<file path="config.mk">
export PLATFORM = sky130hd
export DESIGN_NAME = predictionQueue
export DESIGN_NICKNAME = d
export VERILOG_FILES = /design/src/common/bpredPkg.sv /design/src/design/predictionQueue.sv
export SDC_FILE = /design/constraint.sdc
export NUM_CORES = 1
export LEC_CHECK = 0
export BUFFER_PORTS_ARGS = -buffer_cell sky130_fd_sc_hd__buf_4
export CORE_MARGIN = 4
export CORE_UTILIZATION = 40
export CTS_CLUSTER_SIZE = 16
export DETAILED_ROUTE_END_ITERATION = 7
export GPL_ROUTABILITY_DRIVEN = 0
export PLACE_DENSITY_LB_ADDON = 0.1
export RECOVER_POWER = 25
export SYNTH_ARGS = -nofsm -noshare
export SYNTH_HDL_FRONTEND = slang
export SYNTH_SLANG_ARGS = --single-unit
</file>
<file path="constraint.sdc">
create_clock -name clk -period 3.3 [get_ports clk]
set_input_delay 0.33 -clock clk [delete_from_list [all_inputs] [get_ports clk]]
set_output_delay 0.33 -clock clk [all_outputs]
set_load 0.05 [all_outputs]
</file>
<file path="src/common/bpredPkg.sv">
// Counter type and helper functions shared by the predictor and its table
// Counters are 2 bits wide and saturate at 0 and 3
`default_nettype none

package bpredPkg;

  // Width of a fetch PC
  localparam int PcWidth = 32;

  // Saturating direction counter where 0 is strongly not-taken and 3 strongly taken
  typedef logic [1:0] counterT;

  // Entries that were never written read as weakly not-taken
  localparam counterT CounterInit = 2'd1;

  // Step a counter one place toward the resolved outcome
  function automatic counterT nextCounter(input counterT count, input logic taken);
    counterT result;
    if (taken) begin
      result = (count == 2'd3) ? count : count + 2'd1;
    end else begin
      result = (count == 2'd0) ? count : count - 2'd1;
    end
    return result;
  endfunction

  // The high bit alone gives the predicted direction
  function automatic logic counterTaken(input counterT count);
    return count[1];
  endfunction

endpackage

`default_nettype wire

</file>
<file path="src/design/predictionQueue.sv">
// Output side holding a prediction FIFO that is sent to fetch under credit flow control
// Fetch has no ready signal, so every cycle with fetchValid high is one beat
`default_nettype none

module predictionQueue
  import bpredPkg::*;
  #(parameter int InFlightDepth = 8,
    parameter int Credits       = 4)
  (input  logic                                 clk,
   input  logic                                 reset,
   input  logic                                 predValid,
   input  counterT                              predCounter,
   output logic [$clog2(InFlightDepth + 1)-1:0] queueFree,
   output logic                                 fetchValid,
   output logic                                 fetchTaken,
   output counterT                              fetchCounter,
   input  logic                                 creditReturn);

  localparam int PtrBits    = (InFlightDepth > 1) ? $clog2(InFlightDepth) : 1;
  localparam int CountBits  = $clog2(InFlightDepth + 1);
  localparam int CreditBits = $clog2(Credits + 1);

  counterT               slotMem [InFlightDepth];
  logic [PtrBits-1:0]    headPtr;
  logic [PtrBits-1:0]    tailPtr;
  logic [CountBits-1:0]  fill;
  logic [CreditBits-1:0] creditCount;

  ////////////////////////////////////////
  // Prediction FIFO
  ////////////////////////////////////////

  always_ff @(posedge clk) begin
    if (predValid) begin
      slotMem[tailPtr] <= predCounter;
    end
  end

  always_ff @(posedge clk) begin
    if (reset) begin
      headPtr <= '0;
      tailPtr <= '0;
      fill    <= '0;
    end else begin
      if (predValid) begin
        tailPtr <= (tailPtr == PtrBits'(InFlightDepth - 1)) ? '0 : tailPtr + PtrBits'(1);
      end
      if (fetchValid) begin
        headPtr <= (headPtr == PtrBits'(InFlightDepth - 1)) ? '0 : headPtr + PtrBits'(1);
      end
      unique case ({predValid, fetchValid})
        2'b10:   fill <= fill + CountBits'(1);
        2'b01:   fill <= fill - CountBits'(1);
        default: fill <= fill;
      endcase
    end
  end

  assign queueFree = CountBits'(InFlightDepth) - fill;

  ////////////////////////////////////////
  // Credits and delivery
  ////////////////////////////////////////

  // Fetch starts with every credit, each beat spends one and each return adds one
  always_ff @(posedge clk) begin
    if (reset) begin
      creditCount <= CreditBits'(Credits);
    end else begin
      unique case ({fetchValid, creditReturn})
        2'b10:   creditCount <= creditCount - CreditBits'(1);
        2'b01:   creditCount <= creditCount + CreditBits'(1);
        default: creditCount <= creditCount;
      endcase
    end
  end

  // The head goes out whenever a credit is held
  assign fetchValid   = (fill != '0) && (creditCount != '0);
  assign fetchCounter = slotMem[headPtr];
  assign fetchTaken   = counterTaken(fetchCounter);

endmodule

`default_nettype wire

</file>
==> metrics.txt <==
floorplan core area 3690 µm²; CTS resizes 0; final setup vio count 0; total leakage power 0.697 nW; Pre-Repair DR Iteration Count 4; share of post-route cells with drive strength above 1 19.3%; cells along the critical path inv_1, ha_1, nor3b_2, or2_1, inv_2, ha_1, xor2_1, ha_1, nor2b_1, a21oi_1, o221ai_1, mux2_1; Synth async-reset ratio 0%; cell area after synthesis 1540 µm²; library cell with the largest summed area after synthesis sky130_fd_sc_hd__edfxtp_1; delay of the slowest critical-path stage 0.43 ns; All-Layer GR Usage 11.6%; x dimension of the die 70.1 µm; #FFs+latches synth 32; clock root buffer sky130_fd_sc_hd__clkbuf_8; number of max-cap violations 0; maximum net fanout on the critical path 7; status complete, no violations; count of mapped cells out of synthesis 132; Remaining Overflow, GRT 0; worst skew pair latency 0.28 ns; final HPWL from detailed placement 1940 µm; cell seen most often among critical-path stages sky130_fd_sc_hd__ha_1; input/output buffers 13; Min-Delay Startpoint predValid; Fmax 357 MHz; final instance count without filler cells 193; layout overhead on the synthesized area 13.6%; antenna diode count 0; number of vias in the routed layout 943; setup repair after global routing missed its margin false; number of placed instances, taps included 185; largest net degree at the start of global routing 19; Post-CTS Hold Fix Bufs 0; total number of yosys warnings 0; distinct cell type count after synthesis 33; clock buffer depth 2; top-level I/O count 14; top cell type's share of synthesized area 31.2%; via count of the first global-routing pass 971; area of the die 4910 µm²; remaining antenna violation count 0; footprint of the multi-input gates 671 µm²; number of clock sinks 32; EDFF count, synth 16; height of the die 70.1 µm; library cell contributing the largest single delay on the critical path sky130_fd_sc_hd__dfxtp_1; Setup crit end kind register; total wire length 2530 µm; minimum clock period after layout 2.80 ns; hold violation total from the final report 0; wire length of the first global-routing pass 4350 µm; Pwr per Cell Area 992 nW/µm²; most numerous cell in the Yosys netlist sky130_fd_sc_hd__nor2_1; number of remaining DRC errors 0; number of pins with negative max-slew slack in the final report 0; most frequent cells after synthesis 20 x sky130_fd_sc_hd__nor2_1, 16 x sky130_fd_sc_hd__dfxtp_1, 16 x sky130_fd_sc_hd__edfxtp_1, 8 x sky130_fd_sc_hd__ha_1, 8 x sky130_fd_sc_hd__nor3_1; TritonCTS Buffers 5; Max VDD drop 0.653 mV; largest cells by area after synthesis sky130_fd_sc_hd__edfxtp_1 31%, sky130_fd_sc_hd__dfxtp_1 21%, sky130_fd_sc_hd__ha_1 6.5%, sky130_fd_sc_hd__mux4_2 5.8%, sky130_fd_sc_hd__nor2_1 4.9%; worst endpoint data arrival time 2.96 ns; leading register cell type out of synthesis sky130_fd_sc_hd__edfxtp_1; WS Path Type reg2reg; CTS H-Tree Depth 2; class of the tightest hold or removal check in2reg; Final Cycle Share 84.8%; CTS tree yes; final-stage net count 159; crit start category register; Initial DRC Count 33; number of antenna violations at the first check in global routing 0; synthesized net count 147; required arrival time at the worst endpoint 3.47 ns; slew margin rel. 76.4%; Crit Reg-Reg Startpoint fill[0]$_SDFFE_PP0P_; utilization after layout 47.5%; via density per instance 4.89; starting density of the core 41.8%; total negative slack for setup checks 0 ns; number of inserted filler cells in the final layout 356; count of standard-cell rows 22; FF+latch area 801 µm²; worst-case clock skew 0.00297 ns; worst-margin pin slew 0.351 ns; critical path launch point fill[0]$_SDFFE_PP0P_; number of buffers added for setup after CTS 0; portion of the post-synthesis area used by sequential elements 51.9%; clock-pin transition on the worst setup and hold timing paths 0.06 ns; average size of a mapped cell 11.7 µm²; WL/cell 13.1 µm
-- report_power, final --
group / switching [mW] / total [mW] / internal (mW)
clock: 0.138 / 0.361 / 0.224
sequential: 0.0699 / 0.549 / 0.480
combinational: 0.496 / 0.827 / 0.331
-- state kept, by name (all words and copies together) (netlist names), named ones only --
register     cells
creditCount      3
fill             4
headPtr          3
slotMem         16
tailPtr          3
-- layout by cell type (no fill, tap or decap), drive strengths merged --
cell and count:
xor2 5, fa 1, or3 2, a21oi 5, o21ai 1, xnor2 1
o21a 1, ha 8, or2 1, clkinv 1, nor3b 1, mux2i 6
mux2 4, edfxtp 16, nor2b 4, or3b 2, nand2b 4, mux4 4
nand3b 1, nor2 20, a211oi 1, dfxtp 16, buf 11, nand2 4
bufinv 1, nor3 8, o211ai 1, o221ai 1, inv 6, clkbuf 8
-- final cells by class --
type / count / area share [%]
timing repair buffer: 13 / 5.14
inverter: 6 / 1.29
clock inverter: 2 / 2.00
multi-input combinational: 86 / 38.3
clock buffer: 6 / 4.14
sequential: 32 / 45.7
tap: 48 / 3.43
-- layer usage --
| layer | GRT usage (%) | vias to the layer above | share of wire (%) |
|---|---|---|---|
| li1 | - | 484 | - |
| met1 | 12.9 | 442 | 44 |
| met2 | 19.2 | 13 | 49 |
| met3 | 5.04 | 4 | 4.3 |
| met4 | 5.11 | 0 | 1.8 |
| met5 | 0 | - | 0 |
-- worst paths after layout --
kind,depth (start not counted),slack (ns),endpoint
setup / recovery,12,0.50,fill[2]$_SDFFE_PP0P_
setup reg to reg,12,0.50,fill[2]$_SDFFE_PP0P_
hold / removal,3,0.36,tailPtr[2]$_SDFFE_PP0P_
hold reg to reg,2,0.50,headPtr[0]$_SDFFE_PP0P_
-- through the flow --
step	setup slack, ns	total power [mW]	hold WS, ns	cell area (µm²)
final	0.502	1.74	0.359	1750
after global routing	0.224	1.86	0.360	1750
after global placement	0.576	1.39	0.496	1650
after detailed placement	0.482	1.40	0.497	1650
after CTS	0.476	1.77	0.282	1760
after floorplan	0.421	1.24	0.429	1540
-- critical path, delay by kind of cell (launching register included) --
family          cells  cell delay [ns]
fa+ha+maj           3             0.69
simple gates        3             0.62
flops               1             0.43
mux                 1             0.34
compound gates      2             0.29
buf+inv             2             0.22
xor+xnor            1             0.10
-- kinds of logic (layout without fill, tap and decap cells) --
group	count (synthesis)	count (layout)	synth area share [%]
buffers and inverters	14	27	4.54
flip-flops	32	32	51.9
adder cells (fa/ha/maj)	9	9	7.79
multiplexers	14	14	12.7
AO/OA/AOI/OAI	10	10	4.30
AND/OR/NAND/NOR	47	47	15.3
XOR/XNOR	6	6	3.41
Power figures use the tool's default switching activity.
