### src/common/bpredPkg.sv
// Counter type and helper functions shared by the predictor and its table
// Counters are 2 bits wide and saturate at 0 and 3
`default_nettype none

package bpredPkg;

  // Width of a fetch PC
  localparam int PcWidth = 32;

  // Saturating direction counter where 0 is strongly not-taken and 3 strongly taken
  typedef logic [1:0] counterT;

  // Entries that were never written read as weakly not-taken
  localparam counterT CounterInit = 2'd1;

  // Step a counter one place toward the resolved outcome
  function automatic counterT nextCounter(input counterT count, input logic taken);
    counterT result;
    if (taken) begin
      result = (count == 2'd3) ? count : count + 2'd1;
    end else begin
      result = (count == 2'd0) ? count : count - 2'd1;
    end
    return result;
  endfunction

  // The high bit alone gives the predicted direction
  function automatic logic counterTaken(input counterT count);
    return count[1];
  endfunction

endpackage

`default_nettype wire

### src/common/predictUpdateIf.sv
// Read index and write port of the pattern history table
// IndexBits must equal the history length used by the predictor
`default_nettype none

interface predictUpdateIf
  import bpredPkg::*;
  #(parameter int IndexBits = 10)
  ();

  // Write of one resolved counter
  logic                 writeEn;
  logic [IndexBits-1:0] writeIndex;
  counterT              writeCounter;

  // Index of the lookup being read this cycle
  logic [IndexBits-1:0] readIndex;

  // The predictor owns every signal of the bundle
  modport predictor (
    output writeEn,
    output writeIndex,
    output writeCounter,
    output readIndex
  );

  // The table only consumes them
  modport tableSide (
    input writeEn,
    input writeIndex,
    input writeCounter,
    input readIndex
  );

endinterface

`default_nettype wire

### src/globalHistory/phtRam.sv
// Pattern history table with one synchronous read and one write port
// A read of the entry written in the same cycle returns the old value
`default_nettype none

module phtRam
  import bpredPkg::*;
  #(parameter int HistoryBits = 10)
  (input  logic                  clk,
   input  logic                  reset,
   predictUpdateIf.tableSide     tbl,
   output counterT               readCounter);

  localparam int Entries = 1 << HistoryBits;

  counterT            counterMem [Entries];
  // One bit per entry that is set once the entry holds a written counter
  logic [Entries-1:0] entryValid;

  always_ff @(posedge clk) begin
    if (reset) begin
      entryValid <= '0;
    end else if (tbl.writeEn) begin
      entryValid[tbl.writeIndex] <= 1'b1;
    end
  end

  always_ff @(posedge clk) begin
    if (tbl.writeEn) begin
      counterMem[tbl.writeIndex] <= tbl.writeCounter;
    end
  end

  // Registered read
  // Unwritten entries report the init value whatever the array holds
  always_ff @(posedge clk) begin
    if (entryValid[tbl.readIndex]) begin
      readCounter <= counterMem[tbl.readIndex];
    end else begin
      readCounter <= CounterInit;
    end
  end

endmodule

`default_nettype wire

### src/flat_wrapper.sv
// flat-port wrapper written by rule: the top's interface ports become plain ports
module phtRam_flat import bpredPkg::*;
#(parameter int HistoryBits = 10)
  (clk, reset, readCounter, tbl_writeEn, tbl_writeIndex, tbl_writeCounter, tbl_readIndex);
  predictUpdateIf tbl_i ();
  input  logic clk;
  input  logic reset;
  output counterT readCounter;
  input wire logic [$bits(tbl_i.writeEn)-1:0] tbl_writeEn;
  input wire logic [$bits(tbl_i.writeIndex)-1:0] tbl_writeIndex;
  input wire logic [$bits(tbl_i.writeCounter)-1:0] tbl_writeCounter;
  input wire logic [$bits(tbl_i.readIndex)-1:0] tbl_readIndex;
  assign tbl_i.writeEn = tbl_writeEn;
  assign tbl_i.writeIndex = tbl_writeIndex;
  assign tbl_i.writeCounter = tbl_writeCounter;
  assign tbl_i.readIndex = tbl_readIndex;
  phtRam #(.HistoryBits(HistoryBits)) u_core (.clk(clk), .reset(reset), .tbl(tbl_i), .readCounter(readCounter));
endmodule
### config.mk
export PLATFORM = sky130hd
export DESIGN_NAME = phtRam_flat
export DESIGN_NICKNAME = d
export VERILOG_FILES = /design/src/common/bpredPkg.sv /design/src/common/predictUpdateIf.sv /design/src/globalHistory/phtRam.sv /design/src/flat_wrapper.sv
export SDC_FILE = /design/constraint.sdc
export NUM_CORES = 2
export LEC_CHECK = 0
export BUFFER_PORTS_ARGS = -buffer_cell sky130_fd_sc_hd__buf_2
export CELL_PAD_IN_SITES_DETAIL_PLACEMENT = 0
export CELL_PAD_IN_SITES_GLOBAL_PLACEMENT = 1
export CORE_MARGIN = 3
export CORE_UTILIZATION = 53
export CTS_CLUSTER_SIZE = 14
export DETAILED_ROUTE_END_ITERATION = 10
export HOLD_SLACK_MARGIN = 0.06
export PLACE_DENSITY = 0.84
export REMOVE_ABC_BUFFERS = 1
export SLEW_MARGIN = 20
export SYNTH_ARGS = -nofsm -noshare
export SYNTH_HDL_FRONTEND = slang
export SYNTH_SLANG_ARGS = --single-unit
### constraint.sdc
create_clock -name clk -period 3.6 [get_ports clk]
set_input_delay 0.36 -clock clk [delete_from_list [all_inputs] [get_ports clk]]
set_output_delay 0.36 -clock clk [all_outputs]
set_load 0.03 [all_outputs]
==> impl_metrics.yaml <==
detailed_routing:
  vias_per_cell: 6.30
  drc: 0
  finalWirelength_um: 354000
  ant_nets: 0
  wl_per_cell_um: 28.7
  drt_pass1_iterations: 7
  vias: 77800
  initialDrtViolationCount: 10200
clock_network:
  htreeDepth: 5
  clock_latency_ns: 0.93
  cts-resized-gates: 0
  cts.path.max_buffers: 4
  post-cts-setup-buffers: 0
  clk_root_buffer_cell: "clkbuf_16"
  clkTransAtPathRegs_ns: 0.06
  cts_tree: "done"
  postCtsHoldBufs: 8
  clkSinkCount: 3074
  cts_made_buffers: 318
timing:
  max-slew-margin-rel_pct: 25.2
  period_share_pct: 95.2
  setup-violations-final: 0
  rsz0062_at_grt: "no"
  setup_tns_ns: 0
  finClkSkew_ns: 0.0637
  hold_viol_final: 0
  worst_pin_slew_ns: 1.12
  finalCriticalPeriod_ns: 3.43
  max_freq_ghz: 0.292
  drv_slew: 0
synthesis:
  synth-async-reset-ratio_pct: 0
  netlist_area_um2: 122000
  synth_xor_area_share_pct: 0
  synth.area.mux_share_pct: 14.9
  synth_top_family_by_area: "multiplexers"
  synth_compound_area_share_pct: 3.95
  ys.flop_type: "edfxtp_1"
  synth_simple_gate_area_share_pct: 11.0
  synth.avg_cell_area_um2: 13.8
  synth.distinct_cells: 78
  yosysWarnings: 0
  synth_fa_ha_area_share_pct: 0
  netlist_instances: 8845
  synth_edf_count: 2048
  ys_ff_latch: 3074
  synth_seq_area_share_pct: 67.3
floorplan:
  fp.dieH_um: 485
  dieArea_um2: 236000
  dieWidth_um: 485
  coreArea_um2: 228000
  initial_core_util_pct: 53.5
  rows: 175
  io_pins: 27
critical_path:
  critPathMaxFanout: 2
  rrSetupSlack_ns: 0.17
  cpPeakStageDelay_ns: 0.63
  crit_family: "multiplexers"
  crit_top_cell: "buf_4"
  reg2reg_to: "u_core.readCounter[1]"
  arrival_ns: 4.25
  reg2reg_depth: 11
  crit_buf_inv: 2
  required_ns: 4.43
  crit_chain: "mux4_1 > mux4_2 > mux2i_1 > buf_4 > nor3_1 > or4_1 > nor4b_2 > buf_4 > a31o_1 > a31oi_1 > o21a_1"
  cp-end-kind: "register"
  worstReg2RegStart: "u_core.entryValid[347]"
  crit_path_start_kind: "register"
  crit_slowest_cell: "or4_1"
  path_class: "reg2reg"
global_routing:
  grt_pass1_wl_um: 515000
  grt_max_degree: 182
  grt_usage_pct: 29.7
  grt_pass1_vias: 76400
  antenna_found_initial: 24
  grt_overflow: 0
run_status:
  outcome: "finished, final reports clean"
worst_hold_path:
  worstHoldPathType: "in2reg"
  min-delay-start: "tbl_writeIndex[2]"
  holdPathStages: 3
  hold_end: "u_core.counterMem[686][0]"
placement:
  place_hpwl_um: 223000
  port_buffers: 26
  gpl.final_weighted_congestion: 0.899
finish:
  final_cell_mix: "nor2_1 (3039), edfxtp_1 (2048), dfxtp_1 (1026), mux4_2 (568), mux2i_1 (455)"
  multiInputGateArea_um2: 36700
  fin_nets: 9093
  drive_gt1_share_pct: 17.7
  ff_latch_area_um2: 82000
  fin_util_pct: 60.5
  fill_cells: 16900
  final_common_cell: "nor2_1"
  syn2layout_area_growth_pct: 13.1
power_and_ir_drop:
  powerDensity_nw_per_um2: 533
  swShare_pct: 21.4
  ir_drop_mv: 0.580
  power_uw: 73400
  seqPwrFrac_pct: 51.3
  p_leak_uw: 0.0465
  clockPowerShare_pct: 43.7
  power.net_switching_uw: 15700
  internal_power_uw: 57700
  power_frac_comb_pct: 5.0
flow_run:
  maxCapViolations: 0
## final cells by class
type / count / share of cell area (%)
diodes: 14 / 0.0254
inverters: 6 / 0.0218
well taps: 3009 / 2.73
clock inverters: 105 / 0.738
clock buffers: 462 / 6.57
repair buffers: 523 / 3.77
flip-flops and latches: 3074 / 59.5
multi-input cells: 5145 / 26.6
## cells in the mapped netlist, drive strengths merged, types with 4 or more instances
library cell | count | area share [%]
a2111oi | 14 | 0.10
a211o | 5 | 0.036
a211oi | 37 | 0.23
a21o | 4 | 0.025
a21oi | 102 | 0.42
a221oi | 4 | 0.039
a22o | 11 | 0.079
a22oi | 14 | 0.086
a311oi | 5 | 0.036
a31oi | 9 | 0.046
and2 | 12 | 0.062
and3 | 10 | 0.051
and3b | 5 | 0.036
buf | 257 | 1.7
clkbuf | 363 | 1.1
dfxtp | 1026 | 17
edfxtp | 2048 | 50
inv | 6 | 0.018
mux2 | 15 | 0.14
mux2i | 455 | 3.7
mux4 | 594 | 11
nand2 | 132 | 0.41
nand2b | 9 | 0.046
nand3 | 39 | 0.16
nand4 | 13 | 0.067
nor2 | 3040 | 9.4
nor2b | 13 | 0.067
nor3 | 72 | 0.30
nor3b | 8 | 0.049
nor4 | 35 | 0.18
nor4b | 6 | 0.048
o211ai | 4 | 0.025
o21ai | 90 | 0.37
o21ba | 63 | 0.52
o221ai | 150 | 1.1
o22ai | 118 | 0.61
o311ai | 4 | 0.029
o31ai | 5 | 0.031
or2 | 5 | 0.026
or4 | 4 | 0.025
## flip-flops by register name, indices dropped and copies added, names as in the netlist
register,cells
u_core.counterMem,2048
u_core.entryValid,1024
u_core.readCounter,2
## logic make-up after synthesis
logic type | Yosys count
simple gates | 3416
compound gates | 665
mux | 1064
flops | 3074
buf+inv | 626
## worst reg2reg max path, stage by stage (launching register included)
cell and delay [ns]:
dfxtp_1 0.32, mux4_1 0.53, mux4_2 0.49, mux2i_1 0.14
buf_4 0.15, nor3_1 0.06, or4_1 0.63, nor4b_2 0.39
buf_4 0.19, a31o_1 0.22, a31oi_1 0.10, o21a_1 0.14
## metal layers
layer / up-vias / wire length (um) / global-route usage, %
met4: 8 / 19500 / 14.8
met2: 4746 / 165000 / 46.6
li1: 32900 / - / -
met1: 39200 / 132000 / 39.6
met5: - / 58 / 0
met3: 889 / 37900 / 6.27
## worst max path at each step
| stage | startpoint | end | cells after the start | slack (ns) |
|---|---|---|---|---|
| finish | u_core.entryValid[347] | u_core.readCounter[1] | 11 | 0.17 |
| global route | u_core.entryValid[334] | u_core.readCounter[1] | 11 | 0.19 |
| CTS | u_core.entryValid[347] | u_core.readCounter[1] | 11 | 0.25 |
| detailed placement | tbl_readIndex[0] | u_core.readCounter[0] | 13 | -0.51 |
| global placement | tbl_readIndex[0] | u_core.readCounter[0] | 13 | -0.45 |
| floorplan | tbl_readIndex[2] | u_core.readCounter[0] | 8 | -2.37 |
## stage by stage
step           hold slack, ns  instances  setup slack, ns  area [um2]
2_1_floorplan           0.432       8225            -2.37      118000
3_3_place_gp            0.442      11700           -0.453      128000
3_5_place_dp            0.449      11700           -0.509      128000
4_1_cts                0.0752      12300            0.246      138000
5_1_grt                 0.123      12300            0.194      138000
6_report                0.152      12300            0.174      138000
## power by group through the flow
stage | logic (uW) | clock network, uW | registers, uW
final | 3700 | 32100 | 37600
after global routing | 3850 | 33700 | 37600
after CTS | 3660 | 32300 | 37600
after detailed placement | 3640 | 0 | 38400
after global placement | 3590 | 0 | 38400
after floorplan | 1210 | 0 | 38400
Note: power is estimated with default switching activity, not from simulation.
