`src/common/bpredPkg.sv`:
```
// Counter type and helper functions shared by the predictor and its table
// Counters are 2 bits wide and saturate at 0 and 3
`default_nettype none

package bpredPkg;

  // Width of a fetch PC
  localparam int PcWidth = 32;

  // Saturating direction counter where 0 is strongly not-taken and 3 strongly taken
  typedef logic [1:0] counterT;

  // Entries that were never written read as weakly not-taken
  localparam counterT CounterInit = 2'd1;

  // Step a counter one place toward the resolved outcome
  function automatic counterT nextCounter(input counterT count, input logic taken);
    counterT result;
    if (taken) begin
      result = (count == 2'd3) ? count : count + 2'd1;
    end else begin
      result = (count == 2'd0) ? count : count - 2'd1;
    end
    return result;
  endfunction

  // The high bit alone gives the predicted direction
  function automatic logic counterTaken(input counterT count);
    return count[1];
  endfunction

endpackage

`default_nettype wire

```
`src/common/predictUpdateIf.sv`:
```
// Read index and write port of the pattern history table
// IndexBits must equal the history length used by the predictor
`default_nettype none

interface predictUpdateIf
  import bpredPkg::*;
  #(parameter int IndexBits = 10)
  ();

  // Write of one resolved counter
  logic                 writeEn;
  logic [IndexBits-1:0] writeIndex;
  counterT              writeCounter;

  // Index of the lookup being read this cycle
  logic [IndexBits-1:0] readIndex;

  // The predictor owns every signal of the bundle
  modport predictor (
    output writeEn,
    output writeIndex,
    output writeCounter,
    output readIndex
  );

  // The table only consumes them
  modport tableSide (
    input writeEn,
    input writeIndex,
    input writeCounter,
    input readIndex
  );

endinterface

`default_nettype wire

```
`src/globalHistory/globalHistoryPredictor.sv`:
```
// Global history predictor with an in-order record of every lookup in flight
// Updates must arrive in lookup order and only for branches already delivered
// HistoryBits must be at least 2 and below PcWidth - 2
`default_nettype none

module globalHistoryPredictor
  import bpredPkg::*;
  #(parameter int HistoryBits   = 10,
    parameter int UseGshare     = 1,
    parameter int InFlightDepth = 8)
  (input  logic                                 clk,
   input  logic                                 reset,
   input  logic                                 acceptLookup,
   input  logic [PcWidth-1:0]                   acceptPc,
   input  logic                                 updateValid,
   input  logic                                 updateTaken,
   output logic                                 predValid,
   output counterT                              predCounter,
   output logic [$clog2(InFlightDepth + 1)-1:0] inFlightCount,
   predictUpdateIf.predictor                    tbl,
   input  counterT                              readCounter);

  localparam int PtrBits   = (InFlightDepth > 1) ? $clog2(InFlightDepth) : 1;
  localparam int CountBits = $clog2(InFlightDepth + 1);

  logic [HistoryBits-1:0] ghr;
  logic [HistoryBits-1:0] lookupIndex;
  logic [HistoryBits-1:0] resolvedIndex;
  counterT                resolvedCounter;

  // Record FIFO holding the index written at lookup and the counter one cycle later
  logic [HistoryBits-1:0] indexMem [InFlightDepth];
  counterT                counterMem [InFlightDepth];
  logic [PtrBits-1:0]     headPtr;
  logic [PtrBits-1:0]     tailPtr;
  logic [PtrBits-1:0]     readSlot;
  logic [CountBits-1:0]   recordCount;

  // Registered result of the read and write index compare
  logic                   forwardHit;
  counterT                forwardCounter;

  ////////////////////////////////////////
  // Index forming
  ////////////////////////////////////////

  // Gshare mixes the word address bits of the PC into the history
  assign lookupIndex = (UseGshare != 0) ? (ghr ^ acceptPc[HistoryBits+1:2]) : ghr;

  // The oldest record is the branch being resolved
  assign resolvedIndex   = indexMem[headPtr];
  assign resolvedCounter = nextCounter(counterMem[headPtr], updateTaken);

  assign tbl.readIndex    = lookupIndex;
  assign tbl.writeEn      = updateValid;
  assign tbl.writeIndex   = resolvedIndex;
  assign tbl.writeCounter = resolvedCounter;

  // Newest outcome enters at the top bit
  always_ff @(posedge clk) begin
    if (reset) begin
      ghr <= '0;
    end else if (updateValid) begin
      ghr <= {updateTaken, ghr[HistoryBits-1:1]};
    end
  end

  ////////////////////////////////////////
  // Record FIFO
  ////////////////////////////////////////

  always_ff @(posedge clk) begin
    if (acceptLookup) begin
      indexMem[tailPtr] <= lookupIndex;
      readSlot          <= tailPtr;
    end
    // The counter lands in the slot its index took a cycle earlier
    if (predValid) begin
      counterMem[readSlot] <= predCounter;
    end
  end

  always_ff @(posedge clk) begin
    if (reset) begin
      headPtr     <= '0;
      tailPtr     <= '0;
      recordCount <= '0;
    end else begin
      if (acceptLookup) begin
        tailPtr <= (tailPtr == PtrBits'(InFlightDepth - 1)) ? '0 : tailPtr + PtrBits'(1);
      end
      if (updateValid) begin
        headPtr <= (headPtr == PtrBits'(InFlightDepth - 1)) ? '0 : headPtr + PtrBits'(1);
      end
      unique case ({acceptLookup, updateValid})
        2'b10:   recordCount <= recordCount + CountBits'(1);
        2'b01:   recordCount <= recordCount - CountBits'(1);
        default: recordCount <= recordCount;
      endcase
    end
  end

  assign inFlightCount = recordCount;

  ////////////////////////////////////////
  // Read stage and forwarding
  ////////////////////////////////////////

  always_ff @(posedge clk) begin
    if (reset) begin
      predValid  <= 1'b0;
      forwardHit <= 1'b0;
    end else begin
      predValid  <= acceptLookup;
      forwardHit <= updateValid && (lookupIndex == resolvedIndex);
    end
  end

  always_ff @(posedge clk) begin
    forwardCounter <= resolvedCounter;
  end

  // The table still holds the old value when both ports hit one entry
  assign predCounter = forwardHit ? forwardCounter : readCounter;

endmodule

`default_nettype wire

```
`src/flat_wrapper.sv`:
```
// flat-port wrapper written by rule: the top's interface ports become plain ports
module globalHistoryPredictor_flat import bpredPkg::*;
#(parameter int HistoryBits   = 10,
    parameter int UseGshare     = 1,
    parameter int InFlightDepth = 8)
  (clk, reset, acceptLookup, acceptPc, updateValid, updateTaken, predValid, predCounter, inFlightCount, readCounter, tbl_writeEn, tbl_writeIndex, tbl_writeCounter, tbl_readIndex);
  predictUpdateIf tbl_i ();
  input  logic clk;
  input  logic reset;
  input  logic acceptLookup;
  input  logic [PcWidth-1:0] acceptPc;
  input  logic updateValid;
  input  logic updateTaken;
  output logic predValid;
  output counterT predCounter;
  output logic [$clog2(InFlightDepth + 1)-1:0] inFlightCount;
  input  counterT readCounter;
  output wire logic [$bits(tbl_i.writeEn)-1:0] tbl_writeEn;
  output wire logic [$bits(tbl_i.writeIndex)-1:0] tbl_writeIndex;
  output wire logic [$bits(tbl_i.writeCounter)-1:0] tbl_writeCounter;
  output wire logic [$bits(tbl_i.readIndex)-1:0] tbl_readIndex;
  assign tbl_writeEn = tbl_i.writeEn;
  assign tbl_writeIndex = tbl_i.writeIndex;
  assign tbl_writeCounter = tbl_i.writeCounter;
  assign tbl_readIndex = tbl_i.readIndex;
  globalHistoryPredictor #(.HistoryBits(HistoryBits), .UseGshare(UseGshare), .InFlightDepth(InFlightDepth)) u_core (.clk(clk), .reset(reset), .acceptLookup(acceptLookup), .acceptPc(acceptPc), .updateValid(updateValid), .updateTaken(updateTaken), .predValid(predValid), .predCounter(predCounter), .inFlightCount(inFlightCount), .tbl(tbl_i), .readCounter(readCounter));
endmodule
```
`config.mk`:
```
export PLATFORM = sky130hd
export DESIGN_NAME = globalHistoryPredictor_flat
export DESIGN_NICKNAME = d
export VERILOG_FILES = /design/src/common/bpredPkg.sv /design/src/common/predictUpdateIf.sv /design/src/globalHistory/globalHistoryPredictor.sv /design/src/flat_wrapper.sv
export SDC_FILE = /design/constraint.sdc
export NUM_CORES = 1
export LEC_CHECK = 0
export CORE_MARGIN = 2
export CORE_UTILIZATION = 45
export CTS_BUF_LIST = sky130_fd_sc_hd__clkbuf_2 sky130_fd_sc_hd__clkbuf_4 sky130_fd_sc_hd__clkbuf_8
export CTS_CLUSTER_DIAMETER = 40
export DETAILED_ROUTE_END_ITERATION = 6
export DONT_BUFFER_PORTS = 1
export PLACE_DENSITY = 0.63
export SETUP_SLACK_MARGIN = 0.5
export SYNTH_ARGS = -nofsm -noshare
export SYNTH_HDL_FRONTEND = slang
export SYNTH_SLANG_ARGS = --single-unit
```
`constraint.sdc`:
```
create_clock -name clk -period 3.63 [get_ports clk]
set_input_delay 0 -clock clk [delete_from_list [all_inputs] [get_ports clk]]
set_output_delay 0 -clock clk [all_outputs]
set_load 0.1 [all_outputs]
```
==> impl_metrics.ini <==
[run_status]
run_status = finished clean

[floorplan]
die_x_um = 111.3
io_pins = 69
core_area_sq_um = 11320
die_outline_area_sq_um = 12390
die_height_um = 111.3
initial_utilization = 0.4578
placement_rows = 39

[drt]
drt_first_iter_violations = 100
number_of_remaining_drc_errors = 0
detail-route-antenna-nets = 0
vias = 2747
route.detailed.wl_per_inst_um = 18.44
detail_route.first_pass.iterations = 6
wl_mm = 9.568
detail_route.vias_per_cell = 5.293

[clock_tree]
cts_setup_buffers = 0
root_buffer = sky130_fd_sc_hd__clkbuf_8
cts-root-to-sink-buffers = 2
sinks_on_the_clock_net = 126
tritoncts_clock_tree = yes
clk_pin_slew_worst_paths_ps = 70
postCtsResizedCells = 0
clock_tree.htree_level_count = 4
cts_made_buffers = 17
clk-insertion-delay-late_ps = 430

[worst_setup_path]
rr_worst_depth = 5
critPathLaunchType = flop
worstSetupPathType = flop to output pin
crit_required_ps = 3630
setup_crit_end_kind = output pin
critPathMaxFanout = 9
r2r_setup_slack_ps = 1210
r2r_end = u_core.forwardHit
arrival_ps = 2820

[sta]
period_share = 0.7777
skew_ps = 10.86
timing.final.setup_violations = 0
fmax_mhz = 354.2
maxSlewViolCount = 0
final-hold-violation-count = 0
min_period_ps = 2823
timing_worst_slew_pin_value_ps = 1119
tns_ps = 0
rsz0062_at_grt = no
relSlewSlack = 0.2514

[power]
power_density_nw_per_um2 = 553.8
total_power_w = 0.003428
worst_voltage_drop_across_the_vdd_grid_mv = 0.2389
p_leak_nw = 2.179

[yosys]
postSynthCellCount = 323
synth_ff_type = sky130_fd_sc_hd__edfxtp_1
yosys_top_cell_by_area = sky130_fd_sc_hd__edfxtp_1
syn_area_sq_um = 5182
synth.top_cell.area_share = 0.5736
synthesis.area_per_instance_sq_um = 16.04
synth_enable_flop_cells = 99
synth_seq_cells = 126
part_of_the_yosys_area_used_for_sequential_elements = 0.6779
synth_area_leaders = sky130_fd_sc_hd__edfxtp_1, sky130_fd_sc_hd__dfxtp_1, sky130_fd_sc_hd__mux4_2
synthesis.nets = 370
synth-async-reset-ratio = 0
post_synth_num_cell_types = 39
ys.warnings.count = 0

[global_routing]
first_global_vias = 2912
grt_max_degree = 27
remaining_overflow_grt = 0
grt_antenna_before_repair = 0
globalRouteTotalUtil = 0.1674
wire_length_of_the_first_global_routing_pass_mm = 15.48

[finish]
finalNetCount = 410
antenna-diode-count = 0
area_growth_pct = 19.44
layout.cells.most_common_list = sky130_fd_sc_hd__edfxtp_1, sky130_fd_sc_hd__nor2_1, sky130_fd_sc_hd__mux2i_1, sky130_fd_sc_hd__dfxtp_1, sky130_fd_sc_hd__buf_4
layout-drive-gt1-share = 0.2660
layout_commonest_cell = sky130_fd_sc_hd__edfxtp_1

[worst_hold_path]
hold_path_depth = 0
whs_endpoint = tbl_writeEn
min_from = updateValid
min_path_type = input pin to output pin

[placement]
port-buffer-count = 0
detailed_place_hpwl_mm = 6.313
final_weighted_congestion_in_routability_driven_placement = 0.7413

[job]
drv_cap = 0
-- sequential cells by signal (all words and copies together), names as in the netlist, 2 cells and up, named ones only --
name	cells
u_core.counterMem	16
u_core.forwardCounter	2
u_core.ghr	10
u_core.headPtr	3
u_core.inFlightCount	4
u_core.indexMem	80
u_core.readSlot	3
u_core.tailPtr	3
-- per-layer routing --
layer	wire length, um	track usage
met2	4733	0.2683
met5	0	0
met1	4222	0.2151
met3	452	0.05413
met4	160	0.06255
-- area by class of cell --
| type | count | area [sq um] |
|---|---|---|
| Multi-Input combinational cell | 175 | 1717 |
| Timing Repair Buffer | 34 | 327.8 |
| Clock buffer | 17 | 234.0 |
| Sequential cell | 126 | 3513 |
| Tap cell | 143 | 178.9 |
| Inverter | 9 | 33.78 |
| Clock inverter | 15 | 185.2 |
| Fill cell | 953 | 5131 |
-- critical path, cell delays in order, from the launching register on --
cell	delay, ps
sky130_fd_sc_hd__dfxtp_1	670
sky130_fd_sc_hd__buf_4	260
sky130_fd_sc_hd__mux4_2	530
sky130_fd_sc_hd__mux2_1	310
sky130_fd_sc_hd__maj3_1	380
sky130_fd_sc_hd__buf_4	250
-- worst max-delay path by stage --
stage	from	to	slack, ps	depth (start not counted)
6_report	flop	tbl_writeCounter[1]	810	5
3_5_place_dp	flop	u_core.forwardHit	1180	5
4_1_cts	flop	tbl_writeCounter[1]	710	5
3_3_place_gp	flop	u_core.forwardHit	1180	5
2_1_floorplan	flop	tbl_writeIndex[8]	660	5
5_1_grt	flop	tbl_writeCounter[1]	630	5
-- logic make-up (layout without fill, tap and decap cells) --
group | count (synthesis) | after routing | share of synthesized area
flops | 126 | 126 | 0.6779
simple gates | 68 | 68 | 0.06350
mux | 61 | 61 | 0.1596
buf+inv | 22 | 75 | 0.02028
xor+xnor | 21 | 21 | 0.03549
compound gates | 15 | 15 | 0.01859
fa+ha+maj | 10 | 10 | 0.02463
-- what timing repair did --
action                                  4_1_cts  5_1_grt
hold endpoints to repair                     38        0
endpoints found under the setup margin        0        0
hold buffers                                  5        0
-- power breakdown --
| group | internal [W] | switching, W |
|---|---|---|
| combinational | 0.000157 | 0.000391 |
| clock | 0.000690 | 0.000562 |
| sequential | 0.00160 | 0.0000302 |
| total | 0.00244 | 0.000983 |
-- metrics by stage --
step                      cell area [sq um]  hold slack (ps)    util  setup WS [ps]  std cells
after floorplan                        5182            69.07       -          655.1        323
after global placement                 5720            1.771  0.5053           1179        482
after detailed placement               5720            1.778  0.5053           1184        482
after CTS                              6190            1.212  0.5468          714.7        519
after global routing                   6190            1.063  0.5468          627.6        519
final                                  6190           0.6263  0.5468          807.1        519
-- Yosys cell counts (5+ instances only) --
library cell / count
sky130_fd_sc_hd__ha_1: 7
sky130_fd_sc_hd__mux4_2: 16
sky130_fd_sc_hd__nor3_1: 6
sky130_fd_sc_hd__nand2_1: 5
sky130_fd_sc_hd__mux2_2: 10
sky130_fd_sc_hd__a21oi_1: 6
sky130_fd_sc_hd__dfxtp_1: 27
sky130_fd_sc_hd__nand2b_1: 10
sky130_fd_sc_hd__edfxtp_1: 99
sky130_fd_sc_hd__inv_1: 8
sky130_fd_sc_hd__mux2i_1: 32
sky130_fd_sc_hd__nor2_1: 35
sky130_fd_sc_hd__xor2_1: 18
sky130_fd_sc_hd__buf_2: 6
Power figures use the tool's default switching activity.
