## config.mk

```make
export PLATFORM = sky130hd
export DESIGN_NAME = lookupAdmit
export DESIGN_NICKNAME = d
export VERILOG_FILES = /design/src/common/bpredPkg.sv /design/src/design/lookupAdmit.sv
export SDC_FILE = /design/constraint.sdc
export NUM_CORES = 1
export LEC_CHECK = 0
export BUFFER_PORTS_ARGS = -buffer_cell sky130_fd_sc_hd__buf_4
export CAP_MARGIN = 10
export CORE_ASPECT_RATIO = 0.9
export CORE_MARGIN = 3
export CORE_UTILIZATION = 24
export CTS_BUF_LIST = sky130_fd_sc_hd__clkbuf_16
export DETAILED_ROUTE_END_ITERATION = 12
export GPL_TIMING_DRIVEN = 0
export HOLD_SLACK_MARGIN = 0.15
export PLACE_DENSITY = 0.83
export SETUP_SLACK_MARGIN = 0.2
export SKIP_LAST_GASP = 1
export SLEW_MARGIN = 20
export SYNTH_ARGS = -nofsm -noshare
export SYNTH_HDL_FRONTEND = slang
export SYNTH_SLANG_ARGS = --single-unit
```

## constraint.sdc

```tcl
create_clock -name clk -period 4.4 [get_ports clk]
set_clock_uncertainty 0.05 [all_clocks]
set_input_delay 1.32 -clock clk [delete_from_list [all_inputs] [get_ports clk]]
set_output_delay 1.32 -clock clk [all_outputs]
set_load 0.02 [all_outputs]
```

## src/common/bpredPkg.sv

```systemverilog
// Counter type and helper functions shared by the predictor and its table
// Counters are 2 bits wide and saturate at 0 and 3
`default_nettype none

package bpredPkg;

  // Width of a fetch PC
  localparam int PcWidth = 32;

  // Saturating direction counter where 0 is strongly not-taken and 3 strongly taken
  typedef logic [1:0] counterT;

  // Entries that were never written read as weakly not-taken
  localparam counterT CounterInit = 2'd1;

  // Step a counter one place toward the resolved outcome
  function automatic counterT nextCounter(input counterT count, input logic taken);
    counterT result;
    if (taken) begin
      result = (count == 2'd3) ? count : count + 2'd1;
    end else begin
      result = (count == 2'd0) ? count : count - 2'd1;
    end
    return result;
  endfunction

  // The high bit alone gives the predicted direction
  function automatic logic counterTaken(input counterT count);
    return count[1];
  endfunction

endpackage

`default_nettype wire

```

## src/design/lookupAdmit.sv

```systemverilog
// Input side of the predictor that admits lookups under back-pressure
// Ready stays low in the first cycle after reset is released
`default_nettype none

module lookupAdmit
  import bpredPkg::*;
  #(parameter int InFlightDepth = 8)
  (input  logic                                 clk,
   input  logic                                 reset,
   input  logic                                 lookupValid,
   input  logic [PcWidth-1:0]                   lookupPc,
   output logic                                 lookupReady,
   output logic                                 acceptLookup,
   output logic [PcWidth-1:0]                   acceptPc,
   input  logic [$clog2(InFlightDepth + 1)-1:0] inFlightCount,
   input  logic [$clog2(InFlightDepth + 1)-1:0] queueFree);

  localparam int CountBits = $clog2(InFlightDepth + 1);

  // Set from the first edge after reset
  logic live;
  // A lookup accepted last cycle whose table read is not yet in the queue
  logic inRead;
  logic roomInFlight;
  logic roomInQueue;

  always_ff @(posedge clk) begin
    if (reset) begin
      live   <= 1'b0;
      inRead <= 1'b0;
    end else begin
      live   <= 1'b1;
      inRead <= acceptLookup;
    end
  end

  // Unresolved branches are bounded by the record FIFO depth
  assign roomInFlight = inFlightCount < CountBits'(InFlightDepth);

  // One slot for the lookup in the read stage and one for the new lookup
  assign roomInQueue = queueFree > CountBits'(inRead);

  assign lookupReady  = live && roomInFlight && roomInQueue;
  assign acceptLookup = lookupValid && lookupReady;

  // The table read registers the index, so the PC goes straight to the predictor
  assign acceptPc = lookupPc;

endmodule

`default_nettype wire

```

==> metrics.md, run 1 <==
| Metric | Value |
|---|---|
| Status | `finished, final reports clean` |
| CTS H-tree depth | `1` |
| Avg Inst Size Synth | `7.73 um2` |
| Post-Layout Cell Count | `103` |
| Worst Min Path Start | `live` |
| Yosys top cell by area | `buf_4` |
| Antenna Cells | `0` |
| Max incr delay on CP | `0.27 ns` |
| Reg2reg path depth | `3` |
| Ratio of cells with drive above 1 in the final layout | `85.4%` |
| WL final | `1050 um` |
| Final ANT Viol Nets | `0` |
| Site Rows | `12` |
| Top Usage Layer GRT | `met2` |
| Hold Path Class | `reg -> reg` |
| Post-place setup slack | `0.672 ns` |
| Initial drt markers | `0` |
| CTS max path bufs | `2` |
| Slowest cell on the critical path | `or2_1` |
| Via count | `385` |
| FMAX | `0.267 GHz` |
| Ranking of synthesized cells by area | `buf_4 69%, dfxtp_1 12%, a211oi_1 4.3%` |
| Routed WL per cell | `10.2 um` |
| Clock sink count | `2` |
| Post-layout net count | `135` |
| Slew Viols, Final | `0` |
| Crit path top cell by count | `buf_4` |
| Critical path peak fanout | `3` |
| Worst R2R End | `inRead` |
| Critical Path, Cell by Cell | `buf_4, inv_1, ha_1, or2_1, a211oi_1, buf_4` |
| Number of antenna violations at the first check in global routing | `0` |
| Most frequent cells in the layout | `73 x buf_4, 3 x inv_1, 3 x clkbuf_16` |
| Setup crit end kind | `output port` |
| Cts repair resizes | `0` |
| Setup CP Type | `in -> out` |
| Setup Buffers After CTS | `0` |
| Final GP Congestion | `0.617` |
| Die H | `42.1 um` |
| DIE WIDTH | `46.1 um` |
| Inst Count DP | `100` |
| Netlist cell types | `9` |
| Setup crit start kind | `input port` |
| CTS Hold Bufs | `0` |
| Slack of the worst reg-to-reg path | `3.27 ns` |
| DP Wirelength | `984 um` |
| WP data arrival | `2.38 ns` |
| Clk root buf | `clkbuf_16` |
| Synthesized Nets | `89` |
| Max Cap Violations | `0` |
| Via density | `3.74` |
| Yosys warns | `0` |
| Leak Pwr | `0.442 nW` |
| M2 GR Usage | `19.2%` |
| I/O pin total | `77` |
| Number of port buffers | `41` |
| Global-route usage over all layers | `10.0%` |
| Post-layout min period | `3.75 ns` |
| CP Buf/Inv Count | `3` |
| Gr ovfl total | `0` |
| Total die area | `1940 um2` |
| Max IR drop VDD | `0.000295 V` |
| First-pass GRT wire length | `1410 um` |
| R2r startpoint | `inRead` |
| Syn Inst Count | `45` |
| Setup ws final | `0.650 ns` |
| RSZ-0062 raised after global routing | `false` |
| Final Setup Violations | `0` |
| Post-route DRC | `0` |
| Area growth syn-to-layout | `115%` |
| Clk Latency, worst-skew pair | `0.22 ns` |
| Final Hold Vio Count | `0` |
| Met3 Resource Use GR | `4.72%` |
| Initial cell density of the core | `26.9%` |
| Crit-path leading delay family | `buffers and inverters` |
| Setup Total Neg Slack | `0 ns` |
| Yosys reg bits | `2` |
| Sequential share of the synthesized area | `11.5%` |
| Slew headroom | `76.7%` |
| Synth top area share | `69.1%` |
| Drt pass-1 iters | `1` |
| Commonest non-fill, non-tap cell in the layout | `buf_4` |
| CTS clk-pin slew, worst paths | `0.03 ns` |
| Worst path required time | `3.03 ns` |
| Hold endpoint | `inRead` |
| TritonCTS clock tree | `built` |
| Vias in the first global route | `357` |
| Netlist Area Pre-Place | `348 um2` |
| Worst Tran Pin Value | `0.347 ns` |
| CTS Buf Count | `3` |
| Power density over the cells | `306 nW/um2` |
| Largest net degree at the start of global routing | `4` |
| Core footprint | `1290 um2` |
| Final period util | `85.2%` |
| Filler cells | `127` |
| Hold Path Depth | `2` |
| Grt met1 use | `7.56%` |
-- layout make-up --
cell class / instances / area [um2] / area share (%)
repair buffers: 41 / 308 / 41.1
plain buffers: 32 / 240 / 32.1
clock buffers: 3 / 75.1 / 10.0
multi-input cells: 8 / 56.3 / 7.53
flip-flops and latches: 2 / 40.0 / 5.35
well taps: 14 / 17.5 / 2.34
inverters: 3 / 11.3 / 1.51
-- registers in the layout, summed over array words and instances (netlist names) --
register / cells
inRead: 1
live: 1
-- logic make-up after synthesis --
| kind of cell | synth area share, % |
|---|---|
| buffers and inverters | 72.3 |
| AND/OR/NAND/NOR | 6.83 |
| AO/OA/AOI/OAI | 5.75 |
| flip-flops | 11.5 |
| adder cells (fa/ha/maj) | 3.60 |
-- metal layers --
metal  part of all wire (%)  vias to the layer above  wire [um]
met3                     17                        2        179
met4                    2.2                        0         23
met5                      0                        -          0
met1                     21                      156        223
met2                     60                       31        626
li1                       -                      196          -
-- stage by stage --
stage                     hold slack (ns)   power, W  utilization (%)  area [um2]
after floorplan                     0.418  0.0000664                -         348
after global placement              0.446  0.0000949             52.1         673
after detailed placement            0.455  0.0000961             52.1         673
after CTS                           0.459   0.000232             57.9         748
after global routing                0.483   0.000238             57.9         748
final                               0.456   0.000229             57.9         748
-- cell usage after synthesis --
master     n
dfxtp_1    2
nor3_1     1
a21oi_1    1
buf_4     32
a211oi_1   2
inv_1      3
or2_1      1
nand2b_1   2
ha_1       1
-- report_power, final --
part	internal [W]	total [W]	leakage, nW	switching (W)
registers	0.0000190	0.0000192	0.0166	0.000000163
clock network	0.000115	0.000134	0.0370	0.0000185
logic	0.0000428	0.0000760	0.388	0.0000332
-- worst reg2reg max path, delay by kind of cell, from the launching register on --
family                     cells  cell delay [ns]
AOI/OAI and AO/OA              1             0.19
adders and majority gates      1             0.25
and+or+nand+nor                1             0.27
DFF                            1             0.29
-- how the worst max path moves through the flow --
stage	startpoint	endpoint	slack, ns	cells after the start
CTS	queueFree[0]	acceptLookup	0.66	6
global placement	queueFree[0]	acceptLookup	0.68	6
floorplan	queueFree[0]	acceptLookup	0.62	4
detailed placement	queueFree[0]	acceptLookup	0.67	6
finish	queueFree[0]	acceptLookup	0.65	6
global route	queueFree[0]	acceptLookup	0.58	6
(Power assumes the default switching activity.)
==> run 2: changes to the inputs <==
ABC_AREA = 1   (was default)
CORE_UTILIZATION = 25   (was 24)
PLACE_DENSITY = 0.82   (was 0.83)
==> run 2 against run 1 <==
Combinational power is 2% higher. Routed wire length is 5.0% higher. Register-to-register slack better by 0.14 ns. Non-clock buffer count stayed put. Synthesized area is 7.6% higher.
==> metrics.md, run 2 <==
| Metric | Value |
|---|---|
| Total die area | `2000 um2` |
| Setup crit end kind | `output port` |
| Initial cell density of the core | `28.3%` |
| Critical path peak fanout | `2` |
| WL final | `1110 um` |
| Filler cells | `124` |
| Synth top area share | `64.2%` |
| Max IR drop VDD | `0.000277 V` |
| Clk root buf | `clkbuf_16` |
| CTS H-tree depth | `1` |
| Reg2reg path depth | `6` |
| Cts repair resizes | `0` |
| Number of flops mapped to enable cells by yosys | `0` |
| DP Wirelength | `1000 um` |
| Ys async rst share | `0%` |
| Final GP Congestion | `0.539` |
| Yosys top cell by area | `buf_4` |
| Inst Count DP | `105` |
| Leak Pwr | `0.474 nW` |
| Netlist cell types | `8` |
| Setup Buffers After CTS | `0` |
| Yosys reg bits | `2` |
| Yosys warns | `0` |
| Worst R2R End | `inRead` |
| Worst Tran Pin Value | `0.0915 ns` |
| I/O pin total | `77` |
| Via density | `3.71` |
| Number of port buffers | `41` |
| Top cells by count, synth | `32 x buf_4, 8 x inv_1` |
| Setup Total Neg Slack | `0 ns` |
| Max Cap Violations | `0` |
| Netlist Area Pre-Place | `374 um2` |
| Slack of the worst reg-to-reg path | `3.41 ns` |
| Ratio of cells with drive above 1 in the final layout | `86.2%` |
| Slew Viols, Final | `0` |
| Commonest non-fill, non-tap cell in the layout | `buf_4` |
| Setup CP Type | `in -> out` |
| Core footprint | `1320 um2` |
| Site Rows | `12` |
| TritonCTS clock tree | `built` |
| Syn Inst Count | `50` |
| CTS Hold Bufs | `0` |
| Post-layout min period | `3.51 ns` |
| Slew headroom | `93.9%` |
| DIE WIDTH | `46.8 um` |
| Post-route DRC | `0` |
| Avg Inst Size Synth | `7.48 um2` |
| Initial drt markers | `0` |
| CTS clk-pin slew, worst paths | `0.03 ns` |
| Area growth syn-to-layout | `107%` |
| Most frequent cells in the layout | `73 x buf_4, 8 x inv_1, 3 x clkbuf_16` |
| Number of antenna violations at the first check in global routing | `0` |
| Power density over the cells | `300 nW/um2` |
| Worst Min Path Start | `live` |
| Largest net degree at the start of global routing | `3` |
| R2r startpoint | `inRead` |
| FMAX | `0.285 GHz` |
| First-pass GRT wire length | `1330 um` |
| Status | `finished, final reports clean` |
| Drt pass-1 iters | `1` |
| Sequential share of the synthesized area | `10.7%` |
| Clk Latency, worst-skew pair | `0.22 ns` |
| Die H | `42.7 um` |
| Post-layout net count | `140` |
| Final Hold Vio Count | `0` |
| Setup crit start kind | `input port` |
| Biggest regs | `inRead (1), live (1)` |
| CTS max path bufs | `2` |
| Via count | `401` |
| Hold Path Depth | `4` |
| Routed WL per cell | `10.2 um` |
| RSZ-0062 raised after global routing | `false` |
| Global-route usage over all layers | `8.90%` |
| Most frequent cell after synthesis | `buf_4` |
| Top_reg_cell synth | `dfxtp_1` |
| Gr ovfl total | `0` |
| WP data arrival | `2.14 ns` |
| Hold endpoint | `inRead` |
| CTS Buf Count | `3` |
| Ranking of synthesized cells by area | `buf_4 64%, dfxtp_1 11%, inv_1 8.0%` |
| Hold Path Class | `reg -> reg` |
| Worst path required time | `3.03 ns` |
| Final period util | `79.7%` |
| Synthesized Nets | `94` |
| Final ANT Viol Nets | `0` |
| Clock sink count | `2` |
| Final Setup Violations | `0` |
| Post-Layout Cell Count | `108` |
| Antenna Cells | `0` |
| Vias in the first global route | `350` |
## run 2: changes by cell type after synthesis, sizes merged
cell    delta
nand2      +2
nand2b     -2
nor2       +3
or2        -1
nand3      +2
a211oi     -2
inv        +5
nor3       -1
a21oi      -1
## run 2: worst max-delay path by stage
stage	startpoint	endpoint	slack, ns	cells after the start
2_1_floorplan	queueFree[0]	acceptLookup	1.04	7
3_3_place_gp	queueFree[0]	acceptLookup	0.89	9
3_5_place_dp	queueFree[0]	acceptLookup	0.88	9
4_1_cts	queueFree[0]	acceptLookup	0.87	9
5_1_grt	queueFree[0]	acceptLookup	0.80	9
6_report	queueFree[0]	acceptLookup	0.89	9
## run 2: per-stage QoR
| stage | total power, W | hold slack (ns) | util (%) | setup WS, ns | area, um2 |
|---|---|---|---|---|---|
| 6_report | 0.000232 | 0.511 | 58.6 | 0.893 | 774 |
| 4_1_cts | 0.000236 | 0.525 | 58.6 | 0.874 | 774 |
| 3_5_place_dp | 0.0000979 | 0.510 | 52.9 | 0.878 | 699 |
| 2_1_floorplan | 0.0000675 | 0.484 | - | 1.04 | 374 |
| 5_1_grt | 0.000241 | 0.560 | 58.6 | 0.799 | 774 |
| 3_3_place_gp | 0.0000966 | 0.500 | 52.9 | 0.890 | 699 |
## run 2: cell families (layout without fill, tap and decap cells)
kind of cell	count (synthesis)	after routing	synth area share [%]
buffers and inverters	40	84	72.2
adders and majority gates	1	1	3.34
and+or+nand+nor	7	7	13.7
DFF	2	2	10.7
## run 2: critical path, cell delays in order
cell and delay [ns]:
buf_4 0.07, inv_1 0.03, ha_1 0.28, inv_1 0.05, nand2_1 0.05, nand3_2 0.07
nand3_2 0.07, inv_1 0.06, buf_4 0.13
## run 2: power by group
part	switching (W)	leakage (nW)	internal, W	total, W
Clock	0.0000200	0.0370	0.000116	0.000136
Combinational	0.0000344	0.421	0.0000432	0.0000776
Sequential	0.000000235	0.0166	0.0000190	0.0000193
Total	0.0000546	0.474	0.000178	0.000232
## run 2: layout make-up
class | count | area (um2) | share of cell area (%)
Timing Repair Buffer | 41 | 308 | 39.7
Buffer | 32 | 240 | 31.0
Clock buffer | 3 | 75.1 | 9.69
Multi-Input combinational cell | 8 | 63.8 | 8.24
Sequential cell | 2 | 40.0 | 5.17
Inverter | 8 | 30.0 | 3.88
Tap cell | 14 | 17.5 | 2.26
## run 2: routing by layer
metal	share of wire, %	up-vias	GRT usage [%]
li1	-	201	-
met1	20	167	6.05
met2	61	33	20.6
met3	19	0	2.12
met4	0	0	1.66
met5	0	-	0
